===== config.mk =====
export PLATFORM = sky130hd
export DESIGN_NAME = core_mem_top
export DESIGN_NICKNAME = d
export VERILOG_FILES = /design/src/rtl/axi_pkg.sv /design/src/rtl/mem_pkg.sv /design/src/rtl/mem_port_arb.sv /design/src/rtl/axi_read_master.sv /design/src/rtl/axi_write_master.sv /design/src/rtl/core_mem_top.sv
export SDC_FILE = /design/constraint.sdc
export NUM_CORES = 1
export LEC_CHECK = 0
export BUFFER_PORTS_ARGS = -buffer_cell sky130_fd_sc_hd__buf_2
export CAP_MARGIN = 10
export CORE_AREA = 2 2 142 144
export CTS_BUF_LIST = sky130_fd_sc_hd__clkbuf_4
export DETAILED_ROUTE_END_ITERATION = 10
export DIE_AREA = 0 0 144 146
export PLACE_DENSITY = 0.67
export SETUP_SLACK_MARGIN = 0.3
export SLEW_MARGIN = 20
export SYNTH_ARGS = -nofsm -noshare
export SYNTH_HDL_FRONTEND = slang
export SYNTH_HIERARCHICAL = 1
export SYNTH_SLANG_ARGS = --single-unit

===== constraint.sdc =====
create_clock -name clk -period 3.9 [get_ports clk]
set_input_delay 0.195 -clock clk [delete_from_list [all_inputs] [get_ports clk]]
set_output_delay 0.195 -clock clk [all_outputs]
set_load 0.01 [all_outputs]

===== src/rtl/axi_pkg.sv =====
package axi_pkg;

  localparam int ID_W = 4;

  // beats minus one
  typedef logic [7:0] len_t;
  localparam len_t BEATS_ONE = 8'd0;

  typedef logic [1:0] burst_t;
  localparam burst_t BURST_FIXED = 2'b00;
  localparam burst_t BURST_INCR  = 2'b01;
  localparam burst_t BURST_WRAP  = 2'b10;

  // any nonzero response is reported to the requester as an error
  typedef logic [1:0] resp_t;
  localparam resp_t RESP_OKAY   = 2'b00;
  localparam resp_t RESP_EXOKAY = 2'b01;
  localparam resp_t RESP_SLVERR = 2'b10;
  localparam resp_t RESP_DECERR = 2'b11;

endpackage


===== src/rtl/mem_pkg.sv =====
package mem_pkg;

  localparam int XLEN   = 32;
  localparam int ADDR_W = 32;
  localparam int STRB_W = XLEN / 8;  // one strobe per byte lane

  // same encoding as axsize
  typedef logic [2:0] size_t;
  localparam size_t SIZE_BYTE = 3'd0;
  localparam size_t SIZE_HALF = 3'd1;
  localparam size_t SIZE_WORD = 3'd2;

  // requester identity, goes out as the axi id
  typedef logic [3:0] req_id_t;
  localparam req_id_t ID_FETCH = 4'd0;
  localparam req_id_t ID_DATA  = 4'd1;

endpackage


===== src/rtl/mem_port_arb.sv =====
module mem_port_arb (
  input  logic                       clk,
  input  logic                       rst_n_i,
  // fetch port, word reads only
  input  logic                       fetch_req_valid_i,
  input  logic [mem_pkg::ADDR_W-1:0] fetch_addr_i,
  output logic                       fetch_done_o,
  output logic [mem_pkg::XLEN-1:0]   fetch_rdata_o,
  output logic                       fetch_err_o,
  // data port
  input  logic                       data_req_valid_i,
  input  logic                       data_we_i,
  input  logic [mem_pkg::ADDR_W-1:0] data_addr_i,
  input  mem_pkg::size_t             data_size_i,
  input  logic [mem_pkg::XLEN-1:0]   data_wdata_i,
  input  logic [mem_pkg::STRB_W-1:0] data_wstrb_i,
  output logic                       data_done_o,
  output logic [mem_pkg::XLEN-1:0]   data_rdata_o,
  output logic                       data_err_o,
  // read master
  output logic                       rd_start_o,
  output logic [mem_pkg::ADDR_W-1:0] rd_addr_o,
  output mem_pkg::size_t             rd_size_o,
  output mem_pkg::req_id_t           rd_id_o,
  input  logic                       rd_done_i,
  input  logic [mem_pkg::XLEN-1:0]   rd_data_i,
  input  logic                       rd_err_i,
  // write master
  output logic                       wr_start_o,
  output logic [mem_pkg::ADDR_W-1:0] wr_addr_o,
  output mem_pkg::size_t             wr_size_o,
  output logic [mem_pkg::XLEN-1:0]   wr_data_o,
  output logic [mem_pkg::STRB_W-1:0] wr_strb_o,
  input  logic                       wr_done_i,
  input  logic                       wr_err_i
);
  import mem_pkg::*;

  typedef enum logic {ARB_IDLE, ARB_BUSY} arb_state_e;

  arb_state_e        state_q;
  logic              gnt_data_q;  // owner of the transaction in flight
  logic              sel_data;
  logic              start;
  logic              data_owns;
  logic              fetch_owns;
  logic [ADDR_W-1:0] req_addr;

  // data port wins when both are waiting, then the grant is held until done
  assign sel_data = (state_q == ARB_BUSY) ? gnt_data_q : data_req_valid_i;
  assign start    = (state_q == ARB_IDLE) & (fetch_req_valid_i | data_req_valid_i);
  assign req_addr = sel_data ? data_addr_i : fetch_addr_i;

  assign rd_start_o = start & ~(sel_data & data_we_i);
  assign rd_addr_o  = req_addr;
  assign rd_size_o  = sel_data ? data_size_i : SIZE_WORD;  // fetch is always a word
  assign rd_id_o    = sel_data ? ID_DATA : ID_FETCH;

  // only the data port writes
  assign wr_start_o = start & sel_data & data_we_i;
  assign wr_addr_o  = req_addr;
  assign wr_size_o  = data_size_i;
  assign wr_data_o  = data_wdata_i;
  assign wr_strb_o  = data_wstrb_i;

  always_ff @(posedge clk) begin
    if (!rst_n_i) begin
      state_q    <= ARB_IDLE;
      gnt_data_q <= 1'b0;
    end else begin
      case (state_q)
        ARB_IDLE: begin
          if (start) begin
            state_q    <= ARB_BUSY;
            gnt_data_q <= data_req_valid_i;
          end
        end
        ARB_BUSY: begin
          if (rd_done_i | wr_done_i) state_q <= ARB_IDLE;  // back to idle next cycle
        end
        default: state_q <= ARB_IDLE;
      endcase
    end
  end

  assign data_owns  = (state_q == ARB_BUSY) & gnt_data_q;
  assign fetch_owns = (state_q == ARB_BUSY) & ~gnt_data_q;

  // master done goes straight back to the granted port
  assign fetch_done_o  = fetch_owns & rd_done_i;
  assign fetch_rdata_o = fetch_done_o ? rd_data_i : '0;
  assign fetch_err_o   = fetch_done_o & rd_err_i;

  assign data_done_o  = data_owns & (rd_done_i | wr_done_i);
  assign data_rdata_o = (data_owns & rd_done_i) ? rd_data_i : '0;
  assign data_err_o   = data_owns & ((rd_done_i & rd_err_i) | (wr_done_i & wr_err_i));

endmodule


===== src/rtl/axi_read_master.sv =====
module axi_read_master (
  input  logic                       clk,
  input  logic                       rst_n_i,
  input  logic                       rd_start_i,
  input  logic [mem_pkg::ADDR_W-1:0] rd_addr_i,
  input  mem_pkg::size_t             rd_size_i,
  input  mem_pkg::req_id_t           rd_id_i,
  output logic                       rd_done_o,
  output logic [mem_pkg::XLEN-1:0]   rd_data_o,
  output logic                       rd_err_o,
  // read address channel
  output logic                       m_arvalid_o,
  input  logic                       m_arready_i,
  output logic [mem_pkg::ADDR_W-1:0] m_araddr_o,
  output logic [axi_pkg::ID_W-1:0]   m_arid_o,
  output axi_pkg::len_t              m_arlen_o,
  output mem_pkg::size_t             m_arsize_o,
  output axi_pkg::burst_t            m_arburst_o,
  // read data channel
  input  logic                       m_rvalid_i,
  output logic                       m_rready_o,
  input  logic [mem_pkg::XLEN-1:0]   m_rdata_i,
  input  axi_pkg::resp_t             m_rresp_i,
  input  logic                       m_rlast_i,
  input  logic [axi_pkg::ID_W-1:0]   m_rid_i
);
  import axi_pkg::*;

  typedef enum logic [1:0] {RD_IDLE, RD_ADDR, RD_DATA} rd_state_e;

  rd_state_e state_q;

  assign m_arlen_o   = BEATS_ONE;  // single beat only
  assign m_arburst_o = BURST_INCR;

  always_ff @(posedge clk) begin
    if (!rst_n_i) begin
      state_q     <= RD_IDLE;
      m_arvalid_o <= 1'b0;
      m_rready_o  <= 1'b0;
      rd_done_o   <= 1'b0;
    end else begin
      rd_done_o <= 1'b0;
      case (state_q)
        RD_IDLE: begin
          if (rd_start_i) begin
            m_arvalid_o <= 1'b1;
            state_q     <= RD_ADDR;
          end
        end
        RD_ADDR: begin
          if (m_arready_i) begin
            m_arvalid_o <= 1'b0;
            m_rready_o  <= 1'b1;  // open R the cycle after AR is taken
            state_q     <= RD_DATA;
          end
        end
        RD_DATA: begin
          if (m_rvalid_i) begin
            m_rready_o <= 1'b0;
            rd_done_o  <= 1'b1;
            state_q    <= RD_IDLE;
          end
        end
        default: state_q <= RD_IDLE;
      endcase
    end
  end

  always_ff @(posedge clk) begin
    if (rd_start_i) begin
      m_araddr_o <= rd_addr_i;
      m_arsize_o <= rd_size_i;
      m_arid_o   <= rd_id_i;
    end
    if (m_rvalid_i && m_rready_o) begin
      rd_data_o <= m_rdata_i;
      // bad response, missing last or a foreign id all count as an error
      rd_err_o  <= (m_rresp_i != RESP_OKAY) | ~m_rlast_i | (m_rid_i != m_arid_o);
    end
  end

endmodule


===== src/rtl/axi_write_master.sv =====
module axi_write_master (
  input  logic                       clk,
  input  logic                       rst_n_i,
  input  logic                       wr_start_i,
  input  logic [mem_pkg::ADDR_W-1:0] wr_addr_i,
  input  mem_pkg::size_t             wr_size_i,
  input  logic [mem_pkg::XLEN-1:0]   wr_data_i,
  input  logic [mem_pkg::STRB_W-1:0] wr_strb_i,
  output logic                       wr_done_o,
  output logic                       wr_err_o,
  // write address channel
  output logic                       m_awvalid_o,
  input  logic                       m_awready_i,
  output logic [mem_pkg::ADDR_W-1:0] m_awaddr_o,
  output logic [axi_pkg::ID_W-1:0]   m_awid_o,
  output axi_pkg::len_t              m_awlen_o,
  output mem_pkg::size_t             m_awsize_o,
  output axi_pkg::burst_t            m_awburst_o,
  // write data channel
  output logic                       m_wvalid_o,
  input  logic                       m_wready_i,
  output logic [mem_pkg::XLEN-1:0]   m_wdata_o,
  output logic [mem_pkg::STRB_W-1:0] m_wstrb_o,
  output logic                       m_wlast_o,
  // write response channel
  input  logic                       m_bvalid_i,
  output logic                       m_bready_o,
  input  axi_pkg::resp_t             m_bresp_i,
  input  logic [axi_pkg::ID_W-1:0]   m_bid_i
);
  import axi_pkg::*;
  import mem_pkg::*;

  typedef enum logic [1:0] {WR_IDLE, WR_ADDR_DATA, WR_RESP} wr_state_e;

  wr_state_e state_q;
  logic      aw_left;  // AW still waiting after this cycle
  logic      w_left;

  assign aw_left = m_awvalid_o & ~m_awready_i;
  assign w_left  = m_wvalid_o & ~m_wready_i;

  assign m_awid_o    = ID_DATA;  // fetch never writes
  assign m_awlen_o   = BEATS_ONE;
  assign m_awburst_o = BURST_INCR;
  assign m_wlast_o   = 1'b1;

  always_ff @(posedge clk) begin
    if (!rst_n_i) begin
      state_q     <= WR_IDLE;
      m_awvalid_o <= 1'b0;
      m_wvalid_o  <= 1'b0;
      m_bready_o  <= 1'b0;
      wr_done_o   <= 1'b0;
    end else begin
      wr_done_o <= 1'b0;
      case (state_q)
        WR_IDLE: begin
          if (wr_start_i) begin
            m_awvalid_o <= 1'b1;
            m_wvalid_o  <= 1'b1;
            state_q     <= WR_ADDR_DATA;
          end
        end
        WR_ADDR_DATA: begin
          // slave may take AW and W in either order
          m_awvalid_o <= aw_left;
          m_wvalid_o  <= w_left;
          if (!aw_left && !w_left) begin
            m_bready_o <= 1'b1;
            state_q    <= WR_RESP;
          end
        end
        WR_RESP: begin
          if (m_bvalid_i) begin
            m_bready_o <= 1'b0;
            wr_done_o  <= 1'b1;
            state_q    <= WR_IDLE;
          end
        end
        default: state_q <= WR_IDLE;
      endcase
    end
  end

  always_ff @(posedge clk) begin
    if (wr_start_i) begin
      m_awaddr_o <= wr_addr_i;
      m_awsize_o <= wr_size_i;
      m_wdata_o  <= wr_data_i;
      m_wstrb_o  <= wr_strb_i;
    end
    if (m_bvalid_i && m_bready_o) begin
      wr_err_o <= (m_bresp_i != RESP_OKAY) | (m_bid_i != m_awid_o);
    end
  end

endmodule


===== src/rtl/core_mem_top.sv =====
module core_mem_top (
  input  logic                       clk,
  input  logic                       rst_n_i,
  // fetch port
  input  logic                       fetch_req_valid_i,
  input  logic [mem_pkg::ADDR_W-1:0] fetch_addr_i,
  output logic                       fetch_done_o,
  output logic [mem_pkg::XLEN-1:0]   fetch_rdata_o,
  output logic                       fetch_err_o,
  // data port
  input  logic                       data_req_valid_i,
  input  logic                       data_we_i,
  input  logic [mem_pkg::ADDR_W-1:0] data_addr_i,
  input  mem_pkg::size_t             data_size_i,
  input  logic [mem_pkg::XLEN-1:0]   data_wdata_i,
  input  logic [mem_pkg::STRB_W-1:0] data_wstrb_i,
  output logic                       data_done_o,
  output logic [mem_pkg::XLEN-1:0]   data_rdata_o,
  output logic                       data_err_o,
  // AXI4 master, AR
  output logic                       m_arvalid_o,
  input  logic                       m_arready_i,
  output logic [mem_pkg::ADDR_W-1:0] m_araddr_o,
  output logic [axi_pkg::ID_W-1:0]   m_arid_o,
  output axi_pkg::len_t              m_arlen_o,
  output mem_pkg::size_t             m_arsize_o,
  output axi_pkg::burst_t            m_arburst_o,
  // R
  input  logic                       m_rvalid_i,
  output logic                       m_rready_o,
  input  logic [mem_pkg::XLEN-1:0]   m_rdata_i,
  input  axi_pkg::resp_t             m_rresp_i,
  input  logic                       m_rlast_i,
  input  logic [axi_pkg::ID_W-1:0]   m_rid_i,
  // AW
  output logic                       m_awvalid_o,
  input  logic                       m_awready_i,
  output logic [mem_pkg::ADDR_W-1:0] m_awaddr_o,
  output logic [axi_pkg::ID_W-1:0]   m_awid_o,
  output axi_pkg::len_t              m_awlen_o,
  output mem_pkg::size_t             m_awsize_o,
  output axi_pkg::burst_t            m_awburst_o,
  // W
  output logic                       m_wvalid_o,
  input  logic                       m_wready_i,
  output logic [mem_pkg::XLEN-1:0]   m_wdata_o,
  output logic [mem_pkg::STRB_W-1:0] m_wstrb_o,
  output logic                       m_wlast_o,
  // B
  input  logic                       m_bvalid_i,
  output logic                       m_bready_o,
  input  axi_pkg::resp_t             m_bresp_i,
  input  logic [axi_pkg::ID_W-1:0]   m_bid_i
);
  import mem_pkg::*;

  // arbiter to read master
  logic              rd_start;
  logic [ADDR_W-1:0] rd_addr;
  size_t             rd_size;
  req_id_t           rd_id;
  logic              rd_done;
  logic [XLEN-1:0]   rd_data;
  logic              rd_err;

  // arbiter to write master
  logic              wr_start;
  logic [ADDR_W-1:0] wr_addr;
  size_t             wr_size;
  logic [XLEN-1:0]   wr_data;
  logic [STRB_W-1:0] wr_strb;
  logic              wr_done;
  logic              wr_err;

  // requester ports and clock/reset connect by name
  mem_port_arb u_arb (
    .*,
    .rd_start_o (rd_start),
    .rd_addr_o  (rd_addr),
    .rd_size_o  (rd_size),
    .rd_id_o    (rd_id),
    .rd_done_i  (rd_done),
    .rd_data_i  (rd_data),
    .rd_err_i   (rd_err),
    .wr_start_o (wr_start),
    .wr_addr_o  (wr_addr),
    .wr_size_o  (wr_size),
    .wr_data_o  (wr_data),
    .wr_strb_o  (wr_strb),
    .wr_done_i  (wr_done),
    .wr_err_i   (wr_err)
  );

  axi_read_master u_rd (
    .*,
    .rd_start_i (rd_start),
    .rd_addr_i  (rd_addr),
    .rd_size_i  (rd_size),
    .rd_id_i    (rd_id),
    .rd_done_o  (rd_done),
    .rd_data_o  (rd_data),
    .rd_err_o   (rd_err)
  );

  axi_write_master u_wr (
    .*,
    .wr_start_i (wr_start),
    .wr_addr_i  (wr_addr),
    .wr_size_i  (wr_size),
    .wr_data_i  (wr_data),
    .wr_strb_i  (wr_strb),
    .wr_done_o  (wr_done),
    .wr_err_o   (wr_err)
  );

endmodule


==> qor.yml, run 1 <==
outcome:
  status: "complete, no violations"
worst_setup_path:
  worstSetupStartpointType: "register"
  crit_fanout: 33
  path_cells: "buf_4 -> inv_1 -> and3_2 -> nor2b_1 -> nor2_1 -> a211oi_1 -> dlygate4sd3_1"
  crit_path_max_incr_delay_ns: 0.78
  cp_slowest_cell: "and3_2"
  path_class: "register to register"
  worstPathRequired_ns: 4.39
  critPathCaptureType: "register"
  crit_arrival_ns: 3.27
sta:
  tightest_slew_ns: 0.981
  rsz0062_at_grt: "false"
  fin_crit_ns: 2.79
  fin_crit_sh: 0.714
  clock.fmax_mhz: 359
  tns_ns: 0
  final_max_slew_viol_count: 0
  holdWs_ns: 0.355
  fin_worst_skew_ns: 0.0158
  hold_viol: 0
  slew_headroom: 0.344
  setup_slack_ns: 1.11
  setup_viol: 0
flow_run:
  cap_violations: 0
clock_tree:
  h-tree-depth: 4
  cts-root-buf: "clkbuf_4"
  clockBufferDepth: 2
  clk_pin_slew_ns: 0.14
  cts.sinks: 157
  cts_tree: "built"
  worst_skew_pair.late_latency_ns: 0.53
  cts.repair.resized: 0
  cts_buffers: 17
die:
  die-area_um2: 21000
  dieHeight_um: 146
  coreArea_um2: 19300
  row_count: 51
  io_pins: 366
  start_util: 0.347
  die_w_um: 144
layout:
  layout_commonest_cell: "buf_2"
  drive_gt1_frac: 0.452
  mostFrequentLayoutCells: "340 x buf_2, 152 x dlygate4sd3_1, 144 x edfxtp_1, 76 x nor2_1, 38 x nand2_1"
  fin_nets: 1061
  synthToLayoutAreaGrowth_pct: 46.4
global_route:
  grt_pass1_vias: 5164
  grt_max_degree: 42
  grt_pass1_wl_um: 26100
  grt_usage: 0.163
  grt_antenna_before_repair: 2
  overflow: 0
synthesis:
  ys_seq_area_frac: 0.683
  synth_warnings: 6
  async_flop_share: 0
  synth_ff_type: "edfxtp_1"
  avgSynthCellArea_um2: 14.0
  synth_cell_types: 41
  synthTopCellsByArea: "edfxtp_1 64%, buf_4 11%, mux2_4 5.8%"
  yosysTopAreaCell: "edfxtp_1"
  synth-edff-count: 144
  synth_top_cell_area_share: 0.645
  syn-cell-area_um2: 6710
  ys_seq_elements: 157
  postSynthCellCount: 480
place:
  preCtsSetupSlack_ns: 1.65
  portBuffers: 340
  place.gp.congestion: 0.777
  hpwl_um: 11800
detailed_routing:
  avgViaCountPerCell: 4.25
  drtIter0Drc: 260
  wl_met2_um: 9800
  wl_met1_um: 6260
  drt_wl_total_um: 17900
  ant_nets: 0
  routed.top_layer: "met5"
  drt-pass1-iter-count: 5
  drc: 0
  wl_met3_um: 1500
  num_vias: 5019
  wl_per_cell_um: 15.2
power:
  irDropWorstVdd_mv: 0.198
  p_leak_nw: 4.33
  power_density_nw_per_um2: 347
worst_hold_path:
  hold_path.class: "input pin to register"
synthesized netlist by cell type, drive strengths merged, types with 2 or more instances:
library cell	instances
dfxtp	13
nor3	2
nand2b	5
mux2	32
edfxtp	144
conb	5
and2	4
nand2	38
buf	110
xor2	3
nor2b	4
nand4	2
a21oi	3
nor2	77
inv	9
a211oi	3
clkbuf	5
o21ai	6
worst paths after layout:
kind                                       from                 end  slack [ns]  cells past startpoint
worst min register to register  u_rd/m_rready_o     u_rd/m_rready_o        0.50                      2
worst max-delay path              u_arb/state_q    u_wr/m_awvalid_o        1.11                      7
worst min-delay path              m_rdata_i[31]  u_rd/rd_data_o[31]        0.36                      2
worst max register to register    u_arb/state_q    u_wr/m_awvalid_o        1.11                      7
per-layer routing:
layer | up-vias | global-route usage
met1 | 2359 | 0.157
met5 | - | 0
met3 | 27 | 0.0546
li1 | 2370 | -
met2 | 261 | 0.313
met4 | 2 | 0.0652
sequential cells by signal, summed over array words and instances (netlist names), 2 cells and up:
| register | cells |
|---|---|
| u_wr/m_awsize_o | 3 |
| u_wr/m_wstrb_o | 4 |
| u_rd/state_q | 2 |
| u_wr/m_awaddr_o | 32 |
| u_wr/state_q | 2 |
| u_wr/m_wdata_o | 32 |
| u_rd/rd_data_o | 32 |
| u_rd/m_arid_o | 4 |
| u_rd/m_araddr_o | 32 |
| u_rd/m_arsize_o | 3 |
per-stage QoR:
| step | cells | total power [mW] | instance area, µm² | util |
|---|---|---|---|---|
| after detailed placement | 997 | 2.38 | 8040 | 0.416 |
| after global routing | 1182 | 3.55 | 9820 | 0.508 |
| after global placement | 997 | 2.37 | 8040 | 0.416 |
| final | 1182 | 3.41 | 9820 | 0.508 |
| after CTS | 1181 | 3.44 | 9810 | 0.508 |
| after floorplan | 503 | 2.29 | 6800 | - |
kinds of logic (layout without fill, tap and decap cells):
kind of cell,count (synthesis),after routing,share of synthesized area
compound gates,20,20,0.0218
xor+xnor,4,4,0.00522
buf+inv,124,537,0.132
flops,157,157,0.683
mux,32,32,0.0683
other cells,5,29,0.00280
simple gates,138,138,0.0869
where the power goes:
part	internal, mW	total, mW	switching (mW)
clock	0.334	0.921	0.586
sequential	1.94	1.97	0.0304
combinational	0.288	0.519	0.231
cell type report:
type	count	area (µm²)
antenna	1	2.50
timing repair buffer	496	3270
clock inverter	13	115
inverter	9	33.8
multi-input combinational	222	1340
clock buffer	19	143
fill	1664	9520
sequential	157	4580
tap	265	332
critical path, delay by kind of cell, from the launching register on:
family          cells  cell delay [ns]
simple gates        3             1.09
buf+inv             3             0.97
flops               1             0.45
compound gates      1             0.23
timing repair:
action	CTS	global route
setup buffers	0	0
hold buffers	152	0
hold endpoints to repair	154	0
No activity file was read; power rests on OpenSTA's default activity.
==> run 2: changes to the inputs <==
--- a/config.mk
+++ b/config.mk
@@ -7,11 +7,10 @@
 export LEC_CHECK = 0
 export BUFFER_PORTS_ARGS = -buffer_cell sky130_fd_sc_hd__buf_2
 export CAP_MARGIN = 10
-export CORE_AREA = 2 2 142 144
+export CORE_AREA = 2 2 143 145
 export CTS_BUF_LIST = sky130_fd_sc_hd__clkbuf_4
 export DETAILED_ROUTE_END_ITERATION = 10
-export DIE_AREA = 0 0 144 146
-export PLACE_DENSITY = 0.67
+export DIE_AREA = 0 0 145 147
 export SETUP_SLACK_MARGIN = 0.3
 export SLEW_MARGIN = 20
 export SYNTH_ARGS = -nofsm -noshare
==> constraint.sdc (replaced) <==
create_clock -name clk -period 2.6 [get_ports clk]
set_input_delay 0.13 -clock clk [delete_from_list [all_inputs] [get_ports clk]]
set_output_delay 0.13 -clock clk [all_outputs]
set_load 0.01 [all_outputs]
==> run 2 against run 1 <==
Clock skew up 0.017 ns. Clock power up 83%. Die area up 1.4%. Largest cell class unchanged. Critical path type unchanged. Non-clock buffer count up 3. Sequential power up 50%. Critical path depth down 1. Via count down 1.0%. Highest routed layer is now met4.
==> qor.yml, run 2 (same netlist as run 1, synthesis figures left out) <==
detailed_routing:
  avgViaCountPerCell: 4.17  # was 4.25
  drc: 0  # unchanged
  ant_nets: 0  # unchanged
  wl_per_cell_um: 15.6  # was 15.2 µm
  drt-pass1-iter-count: 4  # was 5
  drt_wl_total_um: 18600  # was 17900 µm
  num_vias: 4968  # was 5019
  drtIter0Drc: 164  # was 260
sta:
  fin_worst_skew_ns: 0.0330  # was 0.0158 ns
  hold_viol: 0  # unchanged
  rsz0062_at_grt: "true"  # was false
  final_max_slew_viol_count: 0  # unchanged
  slew_headroom: 0.516  # was 0.344
  fin_crit_ns: 2.19  # was 2.79 ns
  setup_viol: 0  # unchanged
  tightest_slew_ns: 0.726  # was 0.981 ns
  tns_ns: 0  # unchanged
  setup_slack_ns: 0.411  # was 1.11 ns
  clock.fmax_mhz: 457  # was 359 MHz
  fin_crit_sh: 0.842  # was 0.714
clock_tree:
  cts-root-buf: "clkbuf_4"  # unchanged
  worst_skew_pair.late_latency_ns: 0.54  # was 0.53 ns
  clockBufferDepth: 2  # unchanged
  clk_pin_slew_ns: 0.17  # was 0.14 ns
  cts_tree: "built"  # unchanged
  cts.sinks: 157  # unchanged
  cts_buffers: 17  # unchanged
  cts_setup_buffers: 0  # unchanged
  h-tree-depth: 4  # unchanged
die:
  die_w_um: 145  # was 144 µm
  coreArea_um2: 19800  # was 19300 µm²
  row_count: 52  # was 51
  die-area_um2: 21300  # was 21000 µm²
  io_pins: 366  # unchanged
  start_util: 0.338  # was 0.347
  dieHeight_um: 147  # was 146 µm
power:
  irDropWorstVdd_mv: 0.335  # was 0.198 mV
  p_comb_frac: 0.141  # was 0.152
  p_leak_nw: 4.38  # was 4.33 nW
  switching_share: 0.257  # was 0.249
  power_frac_seq: 0.546  # was 0.578
  p_int_mw: 4.02  # was 2.56 mW
  clockPowerShare: 0.313  # was 0.270
  p_sw_mw: 1.39  # was 848 µW
  power_density_nw_per_um2: 544  # was 347 nW/µm²
worst_setup_path:
  critical-path-top-delay-family: "buffers and inverters"  # was simple AND/OR/NAND/NOR gates
  worstSetupStartpointType: "register"  # unchanged
  worstPathRequired_ns: 3.09  # was 4.39 ns
  rr_endpoint: "u_wr/m_wvalid_o"  # was u_wr/m_awvalid_o
  crit_arrival_ns: 2.68  # was 3.27 ns
  crit_fanout: 15  # was 33
  path_cells: "inv_1 -> and3_4 -> nor2b_1 -> nor2_1 -> a211oi_1 -> dlygate4sd3_1"  # was buf_4 -> inv_1 -> and3_2 -> nor2b_1 -> nor2_1 -> a211oi_1 -> dlygate4sd3_1
  reg2reg_slack_ns: 0.41  # was 1.11 ns
  critPathCaptureType: "register"  # unchanged
  r2r_cells: 6  # was 7
  path_class: "register to register"  # unchanged
  critPathLaunch: "u_arb/state_q"  # unchanged
  crit_path_max_incr_delay_ns: 0.59  # was 0.78 ns
  r2r_start: "u_arb/state_q"  # unchanged
  cp_slowest_cell: "dlygate4sd3_1"  # was and3_2
  worst-path-buf-inv: 2  # was 3
layout:
  stdcell_count: 1191  # was 1182
  drive_gt1_frac: 0.456  # was 0.452
  mostFrequentLayoutCells: "340 x buf_2, 153 x dlygate4sd3_1, 144 x edfxtp_1, 76 x nor2_1, 37 x nand2_1"  # was 340 x buf_2, 152 x dlygate4sd3_1, 144 x edfxtp_1, 76 x nor2_1, 38 x nand2_1
  fin_area_um2: 9950  # was 9820 µm²
  synthToLayoutAreaGrowth_pct: 48.3  # was 46.4%
  layout_commonest_cell: "buf_2"  # unchanged
  fin_nets: 1065  # was 1061
  final_util: 0.501  # was 0.508
global_route:
  grt_pass1_wl_um: 27600  # was 26100 µm
  grt_pass1_vias: 5217  # was 5164
  grt_antenna_before_repair: 2  # unchanged
  overflow: 0  # unchanged
  grt_usage: 0.168  # was 0.163
  grt_max_degree: 45  # was 42
flow_run:
  cap_violations: 0  # unchanged
place:
  preCtsSetupSlack_ns: 0.667  # was 1.65 ns
  place.gp.congestion: 0.790  # was 0.777
  portBuffers: 340  # unchanged
  hpwl_um: 12000  # was 11800 µm
  place_area_um2: 8070  # was 8040 µm²
  placedCellCount: 1004  # was 997
worst_hold_path:
  min_path_cells: 2  # unchanged
  min_to: "u_wr/m_awaddr_o[24]"  # was u_rd/rd_data_o[31]
  hold_path.class: "input pin to register"  # unchanged
  hold_start: "data_we_i"  # was m_rdata_i[31]
outcome:
  status: "complete, no violations"  # unchanged
[run 2: cell count changes in the layout (fill, tap and decap cells not counted), moves of 2 or more]
cell,previous run,this run
clkbuf_4,19,17
clkinv_1,3,0
inv_8,0,3
bufinv_16,1,3
[run 2: how the worst max path moves through the flow]
stage | cells past startpoint | to | slack (ns)
finish | 6 | u_wr/m_wvalid_o | 0.41
global route | 4 | fetch_rdata_o[6] | 0.29
CTS | 4 | fetch_rdata_o[4] | 0.42
detailed placement | 3 | u_rd/m_araddr_o[0] | 0.67
global placement | 3 | u_wr/m_awaddr_o[1] | 0.69
floorplan | 6 | u_rd/m_arvalid_o | 0.39
[run 2: what timing repair did]
item,in CTS,in global routing
endpoints found under the setup margin,0,34
hold buffers,153,0
endpoints found under the hold margin,154,0
resized for setup,0,1
[run 2: per-stage QoR]
step	hold WS, ns	total power [mW]
4_1_cts	0.108	5.45
5_1_grt	0.176	5.65
6_report	0.228	5.41
3_5_place_dp	0.308	3.58
3_3_place_gp	0.306	3.57
2_1_floorplan	0.224	3.44
[run 2: power groups by stage]
stage | clock (mW) | combinational (mW) | sequential (mW)
2_1_floorplan | 0 | 0.383 | 3.05
3_3_place_gp | 0 | 0.563 | 3.00
3_5_place_dp | 0 | 0.571 | 3.01
4_1_cts | 1.75 | 0.752 | 2.95
5_1_grt | 1.87 | 0.820 | 2.96
6_report | 1.69 | 0.763 | 2.95
[run 2: routing by layer]
| layer | global-route usage | routed length (µm) | up-vias |
|---|---|---|---|
| met3 | 0.0609 | 1480 | 19 |
| met2 | 0.315 | 9750 | 260 |
| met4 | 0.0599 | 327 | 0 |
| li1 | - | - | 2388 |
| met5 | 0 | 0 | - |
| met1 | 0.173 | 7080 | 2301 |
[run 2: layout make-up]
cell class | instances | area [µm²]
tap | 270 | 338
antenna | 2 | 5.00
multi-input combinational | 223 | 1360
clock inverter | 14 | 200
sequential | 157 | 4580
timing repair buffer | 499 | 3300
fill | 1690 | 9900
inverter | 9 | 33.8
clock buffer | 17 | 128
[run 2: worst reg2reg max path, delay by kind of cell, from the launching register on]
| kind | cells | cell delay (ns) |
|---|---|---|
| DFF | 1 | 0.40 |
| and+or+nand+nor | 3 | 0.72 |
| AOI/OAI and AO/OA | 1 | 0.23 |
| buffers and inverters | 2 | 0.79 |
==> run 3: changes to the inputs <==
==> constraint.sdc (replaced) <==
create_clock -name clk -period 2.2 [get_ports clk]
set_input_delay 0.11 -clock clk [delete_from_list [all_inputs] [get_ports clk]]
set_output_delay 0.11 -clock clk [all_outputs]
set_load 0.01 [all_outputs]
==> run 3 against run 2 <==
Clock-buffer cell count is the same. Core utilization increased by 0.076 points. Worst hold slack got worse by 0.10 ns. Final cell count about the same. Global-route usage grew 0.13 points. Routed wire length fell by 0.88%. Power increased by 14%. Die area is the same. Critical path type unchanged. Critical endpoint is now u_rd/m_araddr_o[23]. Largest cell class unchanged. Largest power group unchanged.
==> qor.yml, run 3 (same netlist as run 1, synthesis figures left out) <==
sta:
  hold_viol: 0  # unchanged
  fin_worst_skew_ns: 0.0326  # was 0.0330 ns
  final_max_slew_viol_count: 0  # unchanged
  fin_crit_sh: 0.809  # was 0.842
  setup_viol: 0  # unchanged
  rsz0062_at_grt: "true"  # unchanged
  tns_ns: 0  # unchanged
  holdWs_ns: 0.124  # was 0.228 ns
  clock.fmax_mhz: 562  # was 457 MHz
  fin_crit_ns: 1.78  # was 2.19 ns
detailed_routing:
  drt_wl_total_um: 18500  # was 18600 µm
  drtIter0Drc: 172  # was 164
  ant_nets: 0  # unchanged
  wl_per_cell_um: 15.5  # was 15.6 µm
  num_vias: 5029  # was 4968
  drc: 0  # unchanged
  drt-pass1-iter-count: 4  # unchanged
  avgViaCountPerCell: 4.22  # was 4.17
worst_hold_path:
  min_path_cells: 2  # unchanged
  hold_path.class: "input pin to register"  # unchanged
worst_setup_path:
  cp_slowest_cell: "and2_4"  # was dlygate4sd3_1
  critPathCaptureType: "register"  # unchanged
  path_class: "register to register"  # unchanged
  worstPathRequired_ns: 2.50  # was 3.09 ns
  crit_arrival_ns: 2.08  # was 2.68 ns
  crit_path_max_incr_delay_ns: 0.46  # was 0.59 ns
  path_cells: "nand2b_1 -> and2_4 -> buf_4 -> mux2_4"  # was inv_1 -> and3_4 -> nor2b_1 -> nor2_1 -> a211oi_1 -> dlygate4sd3_1
  crit_fanout: 24  # was 15
  worstSetupStartpointType: "register"  # unchanged
  r2r_cells: 4  # was 6
clock_tree:
  worst_skew_pair.late_latency_ns: 0.56  # was 0.54 ns
  h-tree-depth: 4  # unchanged
  cts_buffers: 17  # unchanged
  cts_tree: "built"  # unchanged
  cts.sinks: 157  # unchanged
  cts_setup_buffers: 0  # unchanged
  clk_pin_slew_ns: 0.16  # was 0.17 ns
  cts-root-buf: "clkbuf_4"  # unchanged
  clockBufferDepth: 2  # unchanged
layout:
  mostFrequentLayoutCells: "340 x buf_2, 151 x dlygate4sd3_1, 144 x edfxtp_1, 76 x nor2_1, 37 x nand2_1"  # was 340 x buf_2, 153 x dlygate4sd3_1, 144 x edfxtp_1, 76 x nor2_1, 37 x nand2_1
  n_antenna_cell: 0  # was 2
  drive_gt1_frac: 0.463  # was 0.456
  fin_nets: 1067  # was 1065
  layout_commonest_cell: "buf_2"  # unchanged
  synthToLayoutAreaGrowth_pct: 48.5  # was 48.3%
  final_util: 0.502  # was 0.501
global_route:
  grt_pass1_vias: 5179  # was 5217
  grt_max_degree: 48  # was 45
  overflow: 0  # unchanged
  grt_antenna_before_repair: 0  # was 2
  grt_usage: 0.170  # was 0.168
  grt_pass1_wl_um: 27800  # was 27600 µm
die:
  die_w_um: 145  # unchanged
  die-area_um2: 21300  # unchanged
  dieHeight_um: 147  # unchanged
  coreArea_um2: 19800  # unchanged
  start_util: 0.338  # unchanged
  row_count: 52  # unchanged
  io_pins: 366  # unchanged
place:
  place.gp.congestion: 0.815  # was 0.790
  portBuffers: 340  # unchanged
  hpwl_um: 12800  # was 12000 µm
power:
  p_leak_nw: 4.39  # was 4.38 nW
  irDropWorstVdd_mv: 0.310  # was 0.335 mV
  power_density_nw_per_um2: 620  # was 544 nW/µm²
outcome:
  status: "complete, no violations"  # unchanged
flow_run:
  cap_violations: 0  # unchanged
run 3: cell count changes in the layout (fill, tap and decap cells not counted), moves of 2 or more:
cell,change
dlygate4sd3_1,-2
dfxtp_1,-2
diode_2,-2
bufinv_16,-3
dfxtp_2,+2
clkinv_8,+3
buf_12,+3
buf_4,+2
run 3: worst max-delay path: cells and delay by family, from the launching register on:
kind | cells | cell delay, ns
buffers and inverters | 1 | 0.24
DFF | 1 | 0.40
muxes | 1 | 0.30
and+or+nand+nor | 2 | 0.60
run 3: final timing paths:
path,startpoint,endpoint,slack [ns]
setup reg to reg,u_arb/state_q,u_rd/m_araddr_o[23],0.42
setup / recovery,u_arb/state_q,u_rd/m_araddr_o[23],0.42
hold reg to reg,u_wr/m_bready_o,u_wr/m_bready_o,0.49
hold / removal,data_we_i,u_wr/m_awaddr_o[1],0.12
run 3: what timing repair did:
| item | CTS | global route |
|---|---|---|
| gates resized for setup | 3 | 3 |
| endpoints found under the setup margin | 24 | 17 |
| hold buffers | 151 | 0 |
| hold endpoints to repair | 154 | 0 |
run 3: per-stage QoR:
stage                     total power [mW]  cell area (µm²)  cells  setup WS, ns
final                                 6.17             9960   1192         0.421
after global routing                  6.43             9960   1192         0.268
after CTS                             6.24             9950   1192         0.291
after detailed placement              4.25             8140   1009         0.482
after global placement                4.24             8140   1009         0.495
after floorplan                       4.07             6830    503        0.0518
run 3: power by group:
group	internal (mW)	total (mW)	switching, mW
combinational	0.494	0.912	0.417
sequential	3.43	3.49	0.0540
clock	0.533	1.77	1.24
total	4.46	6.17	1.71
run 3: layer usage:
layer	track usage	part of all wire
met2	0.313	0.52
met5	0	0
met4	0.0644	0.024
met1	0.178	0.37
met3	0.0596	0.080
run 3: cell type report:
type                            count  area (µm²)
Fill cell                        1742        9880
Sequential cell                   157        4590
Timing Repair Buffer              502        3360
Multi-Input combinational cell    222        1350
Tap cell                          270         338
Clock inverter                     15         168
Clock buffer                       17         128
Inverter                            9        33.8
